[src/core_pkg.sv]
`default_nettype none

package core_pkg;

    typedef logic [31:0] word_t;      // Data, address or instruction
    typedef logic [4:0]  reg_idx_t;
    typedef logic [3:0]  byte_en_t;   // SRAM byte write enables

    typedef enum logic [3:0] {
        op_add,
        op_sub,
        op_addi,
        op_lu12i,
        op_ld,
        op_st,
        op_beq,
        op_bne,
        op_rdcnt
    } op_t;

    localparam word_t reset_pc = 32'h1c00_0000;

    // Three-register format, matched on inst[31:15]
    localparam logic [16:0] opc_add_w     = 17'h00020;
    localparam logic [16:0] opc_sub_w     = 17'h00022;

    // 12-bit immediate format, matched on inst[31:22]
    localparam logic [9:0]  opc_addi_w    = 10'h00a;
    localparam logic [9:0]  opc_ld_w      = 10'h0a2;
    localparam logic [9:0]  opc_st_w      = 10'h0a6;

    localparam logic [6:0]  opc_lu12i_w   = 7'h0a;         // inst[31:25]

    // Branches with 16-bit offset, matched on inst[31:26]
    localparam logic [5:0]  opc_beq       = 6'h16;
    localparam logic [5:0]  opc_bne       = 6'h17;

    // Matched on inst[31:5] with rj zero
    localparam logic [26:0] opc_rdcntvl_w = 27'h0000300;

endpackage

`default_nettype wire

[src/regfile.sv]
`timescale 1ns/100ps
`default_nettype none

module regfile (
    input  wire                      clk,
    input  wire                      arst_n,
    input  wire core_pkg::reg_idx_t  raddr1,
    input  wire core_pkg::reg_idx_t  raddr2,
    output core_pkg::word_t          rdata1,
    output core_pkg::word_t          rdata2,
    input  wire                      we,
    input  wire core_pkg::reg_idx_t  waddr,
    input  wire core_pkg::word_t     wdata
);
    import core_pkg::*;

    word_t regs [1:31];

    // No bypass of a same-cycle write
    assign rdata1 = (raddr1 == 5'd0) ? '0 : regs[raddr1];
    assign rdata2 = (raddr2 == 5'd0) ? '0 : regs[raddr2];

    always_ff @(posedge clk or negedge arst_n) begin
        if (!arst_n) begin
            for (int i = 1; i < 32; i++)
                regs[i] <= '0;
        end else if (we && waddr != 5'd0) begin
            regs[waddr] <= wdata;
        end
    end

endmodule

`default_nettype wire

[src/if_stage.sv]
`timescale 1ns/100ps
`default_nettype none

module if_stage (
    input  wire                    clk,
    input  wire                    arst_n,
    output logic                   inst_sram_en,
    output core_pkg::byte_en_t     inst_sram_we,
    output core_pkg::word_t        inst_sram_addr,
    output core_pkg::word_t        inst_sram_wdata,
    input  wire core_pkg::word_t   inst_sram_rdata,
    input  wire                    id_allowin,
    input  wire                    br_taken,
    input  wire core_pkg::word_t   br_target,
    output logic                   if_to_id_valid,
    output core_pkg::word_t        if_pc,
    output core_pkg::word_t        if_inst
);
    import core_pkg::*;

    logic  started;      // Set on the first edge after reset
    logic  req_pend;     // SRAM word for pc arrives this cycle
    logic  buf_valid;
    logic  full;
    word_t inst_buf;
    word_t pc;
    word_t next_pc;

    assign full    = req_pend | buf_valid;
    assign next_pc = br_taken ? br_target : (full ? pc + 32'd4 : pc);

    assign inst_sram_en    = started & (~full | id_allowin);
    assign inst_sram_we    = '0;
    assign inst_sram_addr  = next_pc;
    assign inst_sram_wdata = '0;

    assign if_to_id_valid = full & ~br_taken;    // Wrong-path word dropped
    assign if_pc          = pc;
    assign if_inst        = buf_valid ? inst_buf : inst_sram_rdata;

    always_ff @(posedge clk or negedge arst_n) begin
        if (!arst_n) begin
            started   <= 1'b0;
            req_pend  <= 1'b0;
            buf_valid <= 1'b0;
            pc        <= reset_pc;
        end else begin
            started <= 1'b1;
            if (inst_sram_en) begin
                pc        <= next_pc;
                req_pend  <= 1'b1;
                buf_valid <= 1'b0;
            end else if (req_pend) begin
                req_pend  <= 1'b0;    // Decode stalled
                buf_valid <= 1'b1;
            end
        end
    end

    always_ff @(posedge clk) begin
        if (req_pend && !inst_sram_en)
            inst_buf <= inst_sram_rdata;
    end

    a_pc_aligned: assert property (@(posedge clk) disable iff (!arst_n)
        pc[1:0] == 2'b00);

endmodule

`default_nettype wire

[src/id_stage.sv]
`timescale 1ns/100ps
`default_nettype none

module id_stage (
    input  wire                      clk,
    input  wire                      arst_n,
    input  wire                      if_to_id_valid,
    input  wire core_pkg::word_t     if_pc,
    input  wire core_pkg::word_t     if_inst,
    output logic                     id_allowin,
    output logic                     br_taken,
    output core_pkg::word_t          br_target,
    output core_pkg::reg_idx_t       rf_raddr1,
    output core_pkg::reg_idx_t       rf_raddr2,
    input  wire core_pkg::word_t     rf_rdata1,
    input  wire core_pkg::word_t     rf_rdata2,
    input  wire core_pkg::reg_idx_t  ex_dest,
    input  wire                      ex_gr_we,
    input  wire core_pkg::reg_idx_t  mem_dest,
    input  wire                      mem_gr_we,
    input  wire core_pkg::reg_idx_t  wb_dest,
    input  wire                      wb_gr_we,
    input  wire                      ex_allowin,
    output logic                     id_to_ex_valid,
    output core_pkg::word_t          id_pc,
    output core_pkg::op_t            id_op,
    output core_pkg::word_t          id_src1,
    output core_pkg::word_t          id_src2,
    output core_pkg::word_t          id_st_data,
    output core_pkg::reg_idx_t       id_dest,
    output logic                     id_gr_we
);
    import core_pkg::*;

    logic  id_valid;
    word_t inst;
    logic  op_known;
    word_t si12, ui20, offs;
    logic  use_r1, use_r2;
    logic  hit1, hit2;
    logic  ready_go;

    assign si12 = {{20{inst[21]}}, inst[21:10]};
    assign ui20 = {inst[24:5], 12'b0};
    assign offs = {{14{inst[25]}}, inst[25:10], 2'b00};

    always_comb begin
        op_known = 1'b1;
        id_op    = op_add;
        if (inst[31:15] == opc_add_w)
            id_op = op_add;
        else if (inst[31:15] == opc_sub_w)
            id_op = op_sub;
        else if (inst[31:22] == opc_addi_w)
            id_op = op_addi;
        else if (inst[31:25] == opc_lu12i_w)
            id_op = op_lu12i;
        else if (inst[31:22] == opc_ld_w)
            id_op = op_ld;
        else if (inst[31:22] == opc_st_w)
            id_op = op_st;
        else if (inst[31:26] == opc_beq)
            id_op = op_beq;
        else if (inst[31:26] == opc_bne)
            id_op = op_bne;
        else if (inst[31:5] == opc_rdcntvl_w)
            id_op = op_rdcnt;
        else
            op_known = 1'b0;
    end

    // Stores and branches read rd as second source
    assign rf_raddr1 = inst[9:5];
    assign rf_raddr2 = (id_op inside {op_st, op_beq, op_bne}) ? inst[4:0] : inst[14:10];
    assign use_r1    = !(id_op inside {op_lu12i, op_rdcnt});
    assign use_r2    = id_op inside {op_add, op_sub, op_st, op_beq, op_bne};

    // Wait until producer has left writeback
    assign hit1 = (rf_raddr1 != 5'd0) && ((ex_gr_we && ex_dest == rf_raddr1) ||
        (mem_gr_we && mem_dest == rf_raddr1) || (wb_gr_we && wb_dest == rf_raddr1));
    assign hit2 = (rf_raddr2 != 5'd0) && ((ex_gr_we && ex_dest == rf_raddr2) ||
        (mem_gr_we && mem_dest == rf_raddr2) || (wb_gr_we && wb_dest == rf_raddr2));
    assign ready_go = !((use_r1 && hit1) || (use_r2 && hit2));

    assign id_allowin     = ~id_valid | (ready_go & ex_allowin);
    assign id_to_ex_valid = id_valid & ready_go;

    assign br_target = id_pc + offs;
    assign br_taken  = id_valid & ready_go & ex_allowin &
        ((id_op == op_beq && rf_rdata1 == rf_rdata2) ||
         (id_op == op_bne && rf_rdata1 != rf_rdata2));

    assign id_src1    = (id_op == op_lu12i) ? '0 : rf_rdata1;
    assign id_src2    = (id_op inside {op_add, op_sub}) ? rf_rdata2
                      : (id_op == op_lu12i) ? ui20 : si12;
    assign id_st_data = rf_rdata2;
    assign id_dest    = inst[4:0];
    assign id_gr_we   = !(id_op inside {op_st, op_beq, op_bne});

    always_ff @(posedge clk or negedge arst_n) begin
        if (!arst_n)
            id_valid <= 1'b0;
        else if (id_allowin)
            id_valid <= if_to_id_valid;    // Bubble after a taken branch
    end

    always_ff @(posedge clk) begin
        if (if_to_id_valid && id_allowin) begin
            id_pc <= if_pc;
            inst  <= if_inst;
        end
    end

    a_known_op: assert property (@(posedge clk) disable iff (!arst_n)
        id_valid |-> op_known);

endmodule

`default_nettype wire

[src/ex_stage.sv]
`timescale 1ns/100ps
`default_nettype none

module ex_stage (
    input  wire                      clk,
    input  wire                      arst_n,
    input  wire                      id_to_ex_valid,
    input  wire core_pkg::word_t     id_pc,
    input  wire core_pkg::op_t       id_op,
    input  wire core_pkg::word_t     id_src1,
    input  wire core_pkg::word_t     id_src2,
    input  wire core_pkg::word_t     id_st_data,
    input  wire core_pkg::reg_idx_t  id_dest,
    input  wire                      id_gr_we,
    output logic                     ex_allowin,
    output core_pkg::reg_idx_t       ex_dest,
    output logic                     ex_gr_we,
    output logic                     data_sram_en,
    output core_pkg::byte_en_t       data_sram_we,
    output core_pkg::word_t          data_sram_addr,
    output core_pkg::word_t          data_sram_wdata,
    input  wire                      mem_allowin,
    output logic                     ex_to_mem_valid,
    output core_pkg::word_t          ex_pc,
    output core_pkg::word_t          ex_result,
    output logic                     ex_is_load
);
    import core_pkg::*;

    logic        ex_valid;
    op_t         op;
    word_t       src1, src2, st_data;
    logic        gr_we;
    word_t       sum;
    logic        mem_access;
    logic [63:0] stable_cnt;    // Free-running since reset

    assign ex_allowin      = ~ex_valid | mem_allowin;
    assign ex_to_mem_valid = ex_valid;
    assign ex_gr_we        = ex_valid & gr_we;
    assign ex_is_load      = op == op_ld;

    assign sum       = src1 + src2;    // Also the load/store address
    assign ex_result = (op == op_sub) ? src1 - src2
                     : (op == op_rdcnt) ? stable_cnt[31:0] : sum;

    // Request goes out as the item moves to mem
    assign mem_access      = ex_valid & mem_allowin & (op == op_ld || op == op_st);
    assign data_sram_en    = mem_access;
    assign data_sram_we    = (mem_access && op == op_st) ? 4'hf : 4'h0;
    assign data_sram_addr  = sum;
    assign data_sram_wdata = st_data;

    always_ff @(posedge clk or negedge arst_n) begin
        if (!arst_n) begin
            ex_valid   <= 1'b0;
            stable_cnt <= '0;
        end else begin
            stable_cnt <= stable_cnt + 64'd1;
            if (ex_allowin)
                ex_valid <= id_to_ex_valid;
        end
    end

    always_ff @(posedge clk) begin
        if (id_to_ex_valid && ex_allowin) begin
            ex_pc   <= id_pc;
            op      <= id_op;
            src1    <= id_src1;
            src2    <= id_src2;
            st_data <= id_st_data;
            ex_dest <= id_dest;
            gr_we   <= id_gr_we;
        end
    end

    a_data_aligned: assert property (@(posedge clk) disable iff (!arst_n)
        data_sram_en |-> data_sram_addr[1:0] == 2'b00);

endmodule

`default_nettype wire

[src/mem_stage.sv]
`timescale 1ns/100ps
`default_nettype none

module mem_stage (
    input  wire                      clk,
    input  wire                      arst_n,
    input  wire                      ex_to_mem_valid,
    input  wire core_pkg::word_t     ex_pc,
    input  wire core_pkg::word_t     ex_result,
    input  wire                      ex_is_load,
    input  wire core_pkg::reg_idx_t  ex_dest,
    input  wire                      ex_gr_we,
    output logic                     mem_allowin,
    output core_pkg::reg_idx_t       mem_dest,
    output logic                     mem_gr_we,
    input  wire core_pkg::word_t     data_sram_rdata,
    output logic                     mem_to_wb_valid,
    output core_pkg::word_t          mem_pc,
    output core_pkg::word_t          mem_result,
    input  wire                      wb_allowin
);
    import core_pkg::*;

    logic  mem_valid;
    logic  is_load;
    logic  gr_we;
    word_t result;

    assign mem_allowin     = ~mem_valid | wb_allowin;
    assign mem_to_wb_valid = mem_valid;
    assign mem_gr_we       = mem_valid & gr_we;
    assign mem_result      = is_load ? data_sram_rdata : result;    // SRAM word lands here

    always_ff @(posedge clk or negedge arst_n) begin
        if (!arst_n)
            mem_valid <= 1'b0;
        else if (mem_allowin)
            mem_valid <= ex_to_mem_valid;
    end

    always_ff @(posedge clk) begin
        if (ex_to_mem_valid && mem_allowin) begin
            mem_pc   <= ex_pc;
            result   <= ex_result;
            is_load  <= ex_is_load;
            mem_dest <= ex_dest;
            gr_we    <= ex_gr_we;
        end
    end

endmodule

`default_nettype wire

[src/wb_stage.sv]
`timescale 1ns/100ps
`default_nettype none

module wb_stage (
    input  wire                      clk,
    input  wire                      arst_n,
    input  wire                      mem_to_wb_valid,
    input  wire core_pkg::word_t     mem_pc,
    input  wire core_pkg::word_t     mem_result,
    input  wire core_pkg::reg_idx_t  mem_dest,
    input  wire                      mem_gr_we,
    output logic                     wb_allowin,
    output core_pkg::reg_idx_t       wb_dest,
    output logic                     wb_gr_we,
    output logic                     rf_we,
    output core_pkg::reg_idx_t       rf_waddr,
    output core_pkg::word_t          rf_wdata,
    output core_pkg::word_t          debug_wb_pc,
    output core_pkg::byte_en_t       debug_wb_rf_we,
    output core_pkg::reg_idx_t       debug_wb_rf_wnum,
    output core_pkg::word_t          debug_wb_rf_wdata
);
    import core_pkg::*;

    logic  wb_valid;
    logic  gr_we;
    word_t pc;
    word_t result;

    assign wb_allowin = 1'b1;    // Register write never waits
    assign wb_gr_we   = wb_valid & gr_we;
    assign rf_we      = wb_gr_we & (wb_dest != 5'd0);
    assign rf_waddr   = wb_dest;
    assign rf_wdata   = result;

    assign debug_wb_pc       = pc;
    assign debug_wb_rf_we    = {4{rf_we}};    // r0 writes stay silent
    assign debug_wb_rf_wnum  = wb_dest;
    assign debug_wb_rf_wdata = result;

    always_ff @(posedge clk or negedge arst_n) begin
        if (!arst_n)
            wb_valid <= 1'b0;
        else if (wb_allowin)
            wb_valid <= mem_to_wb_valid;
    end

    always_ff @(posedge clk) begin
        if (mem_to_wb_valid && wb_allowin) begin
            pc      <= mem_pc;
            result  <= mem_result;
            wb_dest <= mem_dest;
            gr_we   <= mem_gr_we;
        end
    end

endmodule

`default_nettype wire

[src/core_top.sv]
`timescale 1ns/100ps
`default_nettype none

module core_top (
    input  wire                       clk,
    input  wire                       arst_n,
    // Instruction SRAM
    output wire                       inst_sram_en,
    output wire core_pkg::byte_en_t   inst_sram_we,
    output wire core_pkg::word_t      inst_sram_addr,
    output wire core_pkg::word_t      inst_sram_wdata,
    input  wire core_pkg::word_t      inst_sram_rdata,
    // Data SRAM
    output wire                       data_sram_en,
    output wire core_pkg::byte_en_t   data_sram_we,
    output wire core_pkg::word_t      data_sram_addr,
    output wire core_pkg::word_t      data_sram_wdata,
    input  wire core_pkg::word_t      data_sram_rdata,
    // Retirement trace
    output wire core_pkg::word_t      debug_wb_pc,
    output wire core_pkg::byte_en_t   debug_wb_rf_we,
    output wire core_pkg::reg_idx_t   debug_wb_rf_wnum,
    output wire core_pkg::word_t      debug_wb_rf_wdata
);
    import core_pkg::*;

    // Handshake
    wire           id_allowin, ex_allowin, mem_allowin, wb_allowin;
    wire           if_to_id_valid, id_to_ex_valid, ex_to_mem_valid, mem_to_wb_valid;

    wire           br_taken;
    wire word_t    br_target;

    // Stage payloads
    wire word_t    if_pc, id_pc, ex_pc, mem_pc;
    wire word_t    if_inst;
    wire op_t      id_op;
    wire word_t    id_src1, id_src2, id_st_data;
    wire reg_idx_t id_dest;
    wire           id_gr_we;
    wire word_t    ex_result, mem_result;
    wire           ex_is_load;

    // Hazard feedback to decode
    wire reg_idx_t ex_dest, mem_dest, wb_dest;
    wire           ex_gr_we, mem_gr_we, wb_gr_we;

    wire reg_idx_t rf_raddr1, rf_raddr2, rf_waddr;
    wire word_t    rf_rdata1, rf_rdata2, rf_wdata;
    wire           rf_we;

    if_stage  i_if  (.*);
    id_stage  i_id  (.*);
    ex_stage  i_ex  (.*);
    mem_stage i_mem (.*);
    wb_stage  i_wb  (.*);

    regfile i_rf (
        .clk    (clk),
        .arst_n (arst_n),
        .raddr1 (rf_raddr1),
        .raddr2 (rf_raddr2),
        .rdata1 (rf_rdata1),
        .rdata2 (rf_rdata2),
        .we     (rf_we),
        .waddr  (rf_waddr),
        .wdata  (rf_wdata)
    );

endmodule

`default_nettype wire

[config.mk]
export PLATFORM = sky130hd
export DESIGN_NAME = core_top
export DESIGN_NICKNAME = d
export VERILOG_FILES = /design/src/core_pkg.sv /design/src/regfile.sv /design/src/if_stage.sv /design/src/id_stage.sv /design/src/ex_stage.sv /design/src/mem_stage.sv /design/src/wb_stage.sv /design/src/core_top.sv
export SDC_FILE = /design/constraint.sdc
export NUM_CORES = 2
export LEC_CHECK = 0
export ABC_CLOCK_PERIOD_IN_PS = 9500
export BUFFER_PORTS_ARGS = -buffer_cell sky130_fd_sc_hd__buf_2
export CORE_MARGIN = 1
export CORE_UTILIZATION = 54
export DETAILED_ROUTE_END_ITERATION = 6
export PLACE_DENSITY_LB_ADDON = 0.08
export SLEW_MARGIN = 20
export SYNTH_ARGS = -nofsm -noshare
export SYNTH_HDL_FRONTEND = slang
export SYNTH_SLANG_ARGS = --single-unit
[constraint.sdc]
create_clock -name clk -period 9.5 [get_ports clk]
set_input_delay 1.425 -clock clk [delete_from_list [all_inputs] [get_ports clk]]
set_output_delay 1.425 -clock clk [all_outputs]
set_load 0.01 [all_outputs]
==> flow_metrics.tcl <==
set metrics [dict create \
    outcome "completed" \
    worst_pin_slew_ps 1190 \
    power.switching_mw 17.0 \
    drive_gt1_share_pct 32.8 \
    nFillCells 11500 \
    max-cap-violations 0 \
    crit_required_ps 8080 \
    irDropWorstVdd_mv 0.300 \
    die_x_um 382 \
    yosysWarnings 0 \
    yosysSeqAreaShare_pct 48.6 \
    ys.flop_type "dfrtp_1" \
    syn_avg_cell_area_um2 12.2 \
    grt_pass1_vias 55600 \
    num_io_pins 277 \
    total_power_mw 37.6 \
    die_h_um 382 \
    async_flop_share_pct 73.9 \
    power_frac_clock_pct 16.6 \
    clock_sinks 1438 \
    p_int_mw 20.7 \
    layout_common_cells "mux2_2 (1112), dfrtp_1 (1057), nand2_1 (613)" \
    rsz0062_at_grt "no" \
    final_hold_viol_count 0 \
    start_kind "flop" \
    path_clk_slew_ps 60 \
    synth-seq-cells 1438 \
    cts_root_buf "clkbuf_16" \
    crit_arrival_ps 7740 \
    vias_per_cell 6.76 \
    drtIter0Drc 6829 \
    area_growth_syn_to_layout_pct 11.1 \
    first_pass_iters 5 \
    grt_max_degree 168 \
    routed_wl_um 276000 \
    setup-tns-final_ps 0 \
    crit_fanout 63 \
    layout.nets 6597 \
    gp_congestion 0.940 \
    ant_nets 0 \
    finClkSkew_ps 46.1 \
    slew-limit-headroom_pct 20.2 \
    numPortBuffers 240 \
    dp.cells 8156 \
    layout_commonest_cell "mux2_2" \
    pwr-share-seq_pct 31.0 \
    rows 138 \
    core_area_mm2 0.142 \
    hold_class "reg -> reg" \
    synthCells 6370 \
    numCtsBuffers 159 \
    cts_max_level 4 \
    synth_edf_count 375 \
    fmax_mhz 109 \
    setup_ws_ps 331 \
    period_share_pct 96.5 \
    power_leakage_nw 37.4 \
    syn_area_mm2 0.0779 \
    vias 57200 \
    holdBufCountCts 0 \
    pre_cts_slack_ps 907 \
    grt_overflow_total 0 \
    finalSetupViolCount 0 \
    gr-usage-all-layers_pct 37.7 \
    cts_tree "built" \
    antenna_found_initial 15 \
    final_util_pct 60.8 \
    p_per_area_mw_per_mm2 435 \
    timing.final.crit_period_ps 9170 \
    end_kind "primary output" \
    clk_latency_ps 820 \
    combPwrFrac_pct 52.4 \
    stdcell_count 8462 \
    wire_per_inst_um 32.6 \
    grt_pass1_wl_um 400000 \
    hpwl_um 175000 \
    dieArea_mm2 0.146 \
    swShare_pct 45.1 \
    finalMaxSlewViolations 0 \
    crit_type "reg -> out" \
    clk_path_buf_depth 3 \
    start_util_pct 54.7 \
    synthDistinctLibCells 93 \
    drc 0 \
]
## flip-flops by register name, summed over array words and instances (netlist names), 32 cells and up
register and cells:
i_ex.stable_cnt 32, i_ex.src2 32, i_mem.mem_pc 32, i_ex.src1 32, i_if.if_pc 32, i_id.inst 32, i_wb.debug_wb_pc 32, i_rf.regs 992
i_ex.ex_pc 32, i_id.id_pc 32, i_mem.result 32, i_wb.debug_wb_rf_wdata 32, i_if.inst_buf 32, i_ex.data_sram_wdata 32
## cell type report
type / count / area (um^2) / area share, %
sequential: 1438 / 37900 / 43.8
multi-input combinational: 4270 / 37400 / 43.2
clock buffer: 248 / 4790 / 5.54
timing repair buffer: 441 / 3130 / 3.62
tap: 1890 / 2360 / 2.73
inverter: 125 / 469 / 0.542
clock inverter: 46 / 468 / 0.541
antenna: 4 / 10.0 / 0.0116
## power groups by stage
stage / sequential (mW) / combinational, mW / clock (mW)
global placement: 11.7 / 18.8 / 0
finish: 11.6 / 19.7 / 6.25
global route: 12.0 / 20.6 / 6.55
CTS: 11.7 / 19.1 / 6.32
detailed placement: 11.7 / 19.0 / 0
floorplan: 11.0 / 12.3 / 0
## synthesized netlist by cell type, drive strengths merged, types with 16 or more instances
library cell	count	area, um^2
o21ai	121	606
o2111ai	30	263
buf	268	1420
nand2	627	2350
a22o	20	175
xor2	50	438
xnor2	106	928
nand4	32	200
o21bai	23	173
mux2	1112	12500
o22a	16	140
o22ai	51	325
a31oi	17	106
mux4	256	5770
a21oi	204	1020
a311oi	28	245
a22oi	55	413
nor2	233	875
o211ai	43	333
a221oi	20	175
clkbuf	304	1140
inv	123	462
dfrtp	1060	26500
a21o	29	218
mux2i	352	3540
nor4	36	240
a211oi	41	308
nor3b	31	233
ha	93	1160
a221o	28	280
nand3	234	1170
and3	36	225
a211o	21	184
nor3	44	220
edfxtp	375	11300
## final timing paths
kind                           startpoint            endpoint  slack, ps  depth (start not counted)
min in group asynchronous          arst_n      i_rf.regs[755]        680                          1
hold / removal             i_ex.ex_pc[23]    i_mem.mem_pc[23]        410                          0
setup / recovery            i_id.inst[23]  inst_sram_addr[24]        330                         18
max in group asynchronous          arst_n      i_rf.regs[143]       6610                          3
setup reg to reg            i_id.inst[23]      i_id.id_pc[17]       2100                         18
hold reg to reg            i_ex.ex_pc[23]    i_mem.mem_pc[23]        410                          0
## routing by layer
metal	share of wire [%]	global-route usage, %	up-vias
li1	-	-	23800
met1	40	51.8	29400
met2	44	55.0	3175
met3	9.8	8.96	758
met4	6.6	21.3	14
met5	0.047	0.265	-
## stage by stage
step                      hold WS (ps)  instance area (um^2)
after floorplan                    400                 78000
after global placement             402                 81100
after detailed placement           405                 81100
after CTS                          415                 86400
after global routing               421                 86500
final                              412                 86500
## cell families after synthesis
kind of cell | count (synthesis) | share of synthesized area [%]
AOI/OAI and AO/OA | 886 | 8.07
xor gates and xnor gates | 156 | 1.76
adders and majority gates | 96 | 1.57
buffers and inverters | 697 | 3.90
DFF | 1438 | 48.6
muxes | 1720 | 28.0
other | 2 | 0.00965
and+or+nand+nor | 1375 | 8.02
## repair_timing
item / 4_1_cts / 5_1_grt
setup buffers: 0 / 4
resized for setup: 0 / 4
endpoints found under the setup margin: 0 / 32
## critical path: stages, from the launching register on
cell and delay, ps:
edfxtp_1 530, or4b_4 590, or4_1 800, o211ai_4 260
buf_12 320, buf_4 370, mux2i_1 240, mux2i_1 90
o22a_1 220, a211o_1 470, xnor2_1 330, or4_1 650
nor4_1 330, nand4_1 380, mux2i_4 420, buf_12 290
inv_2 100, mux2_2 290, buf_2 140
Power figures use the tool's default switching activity.
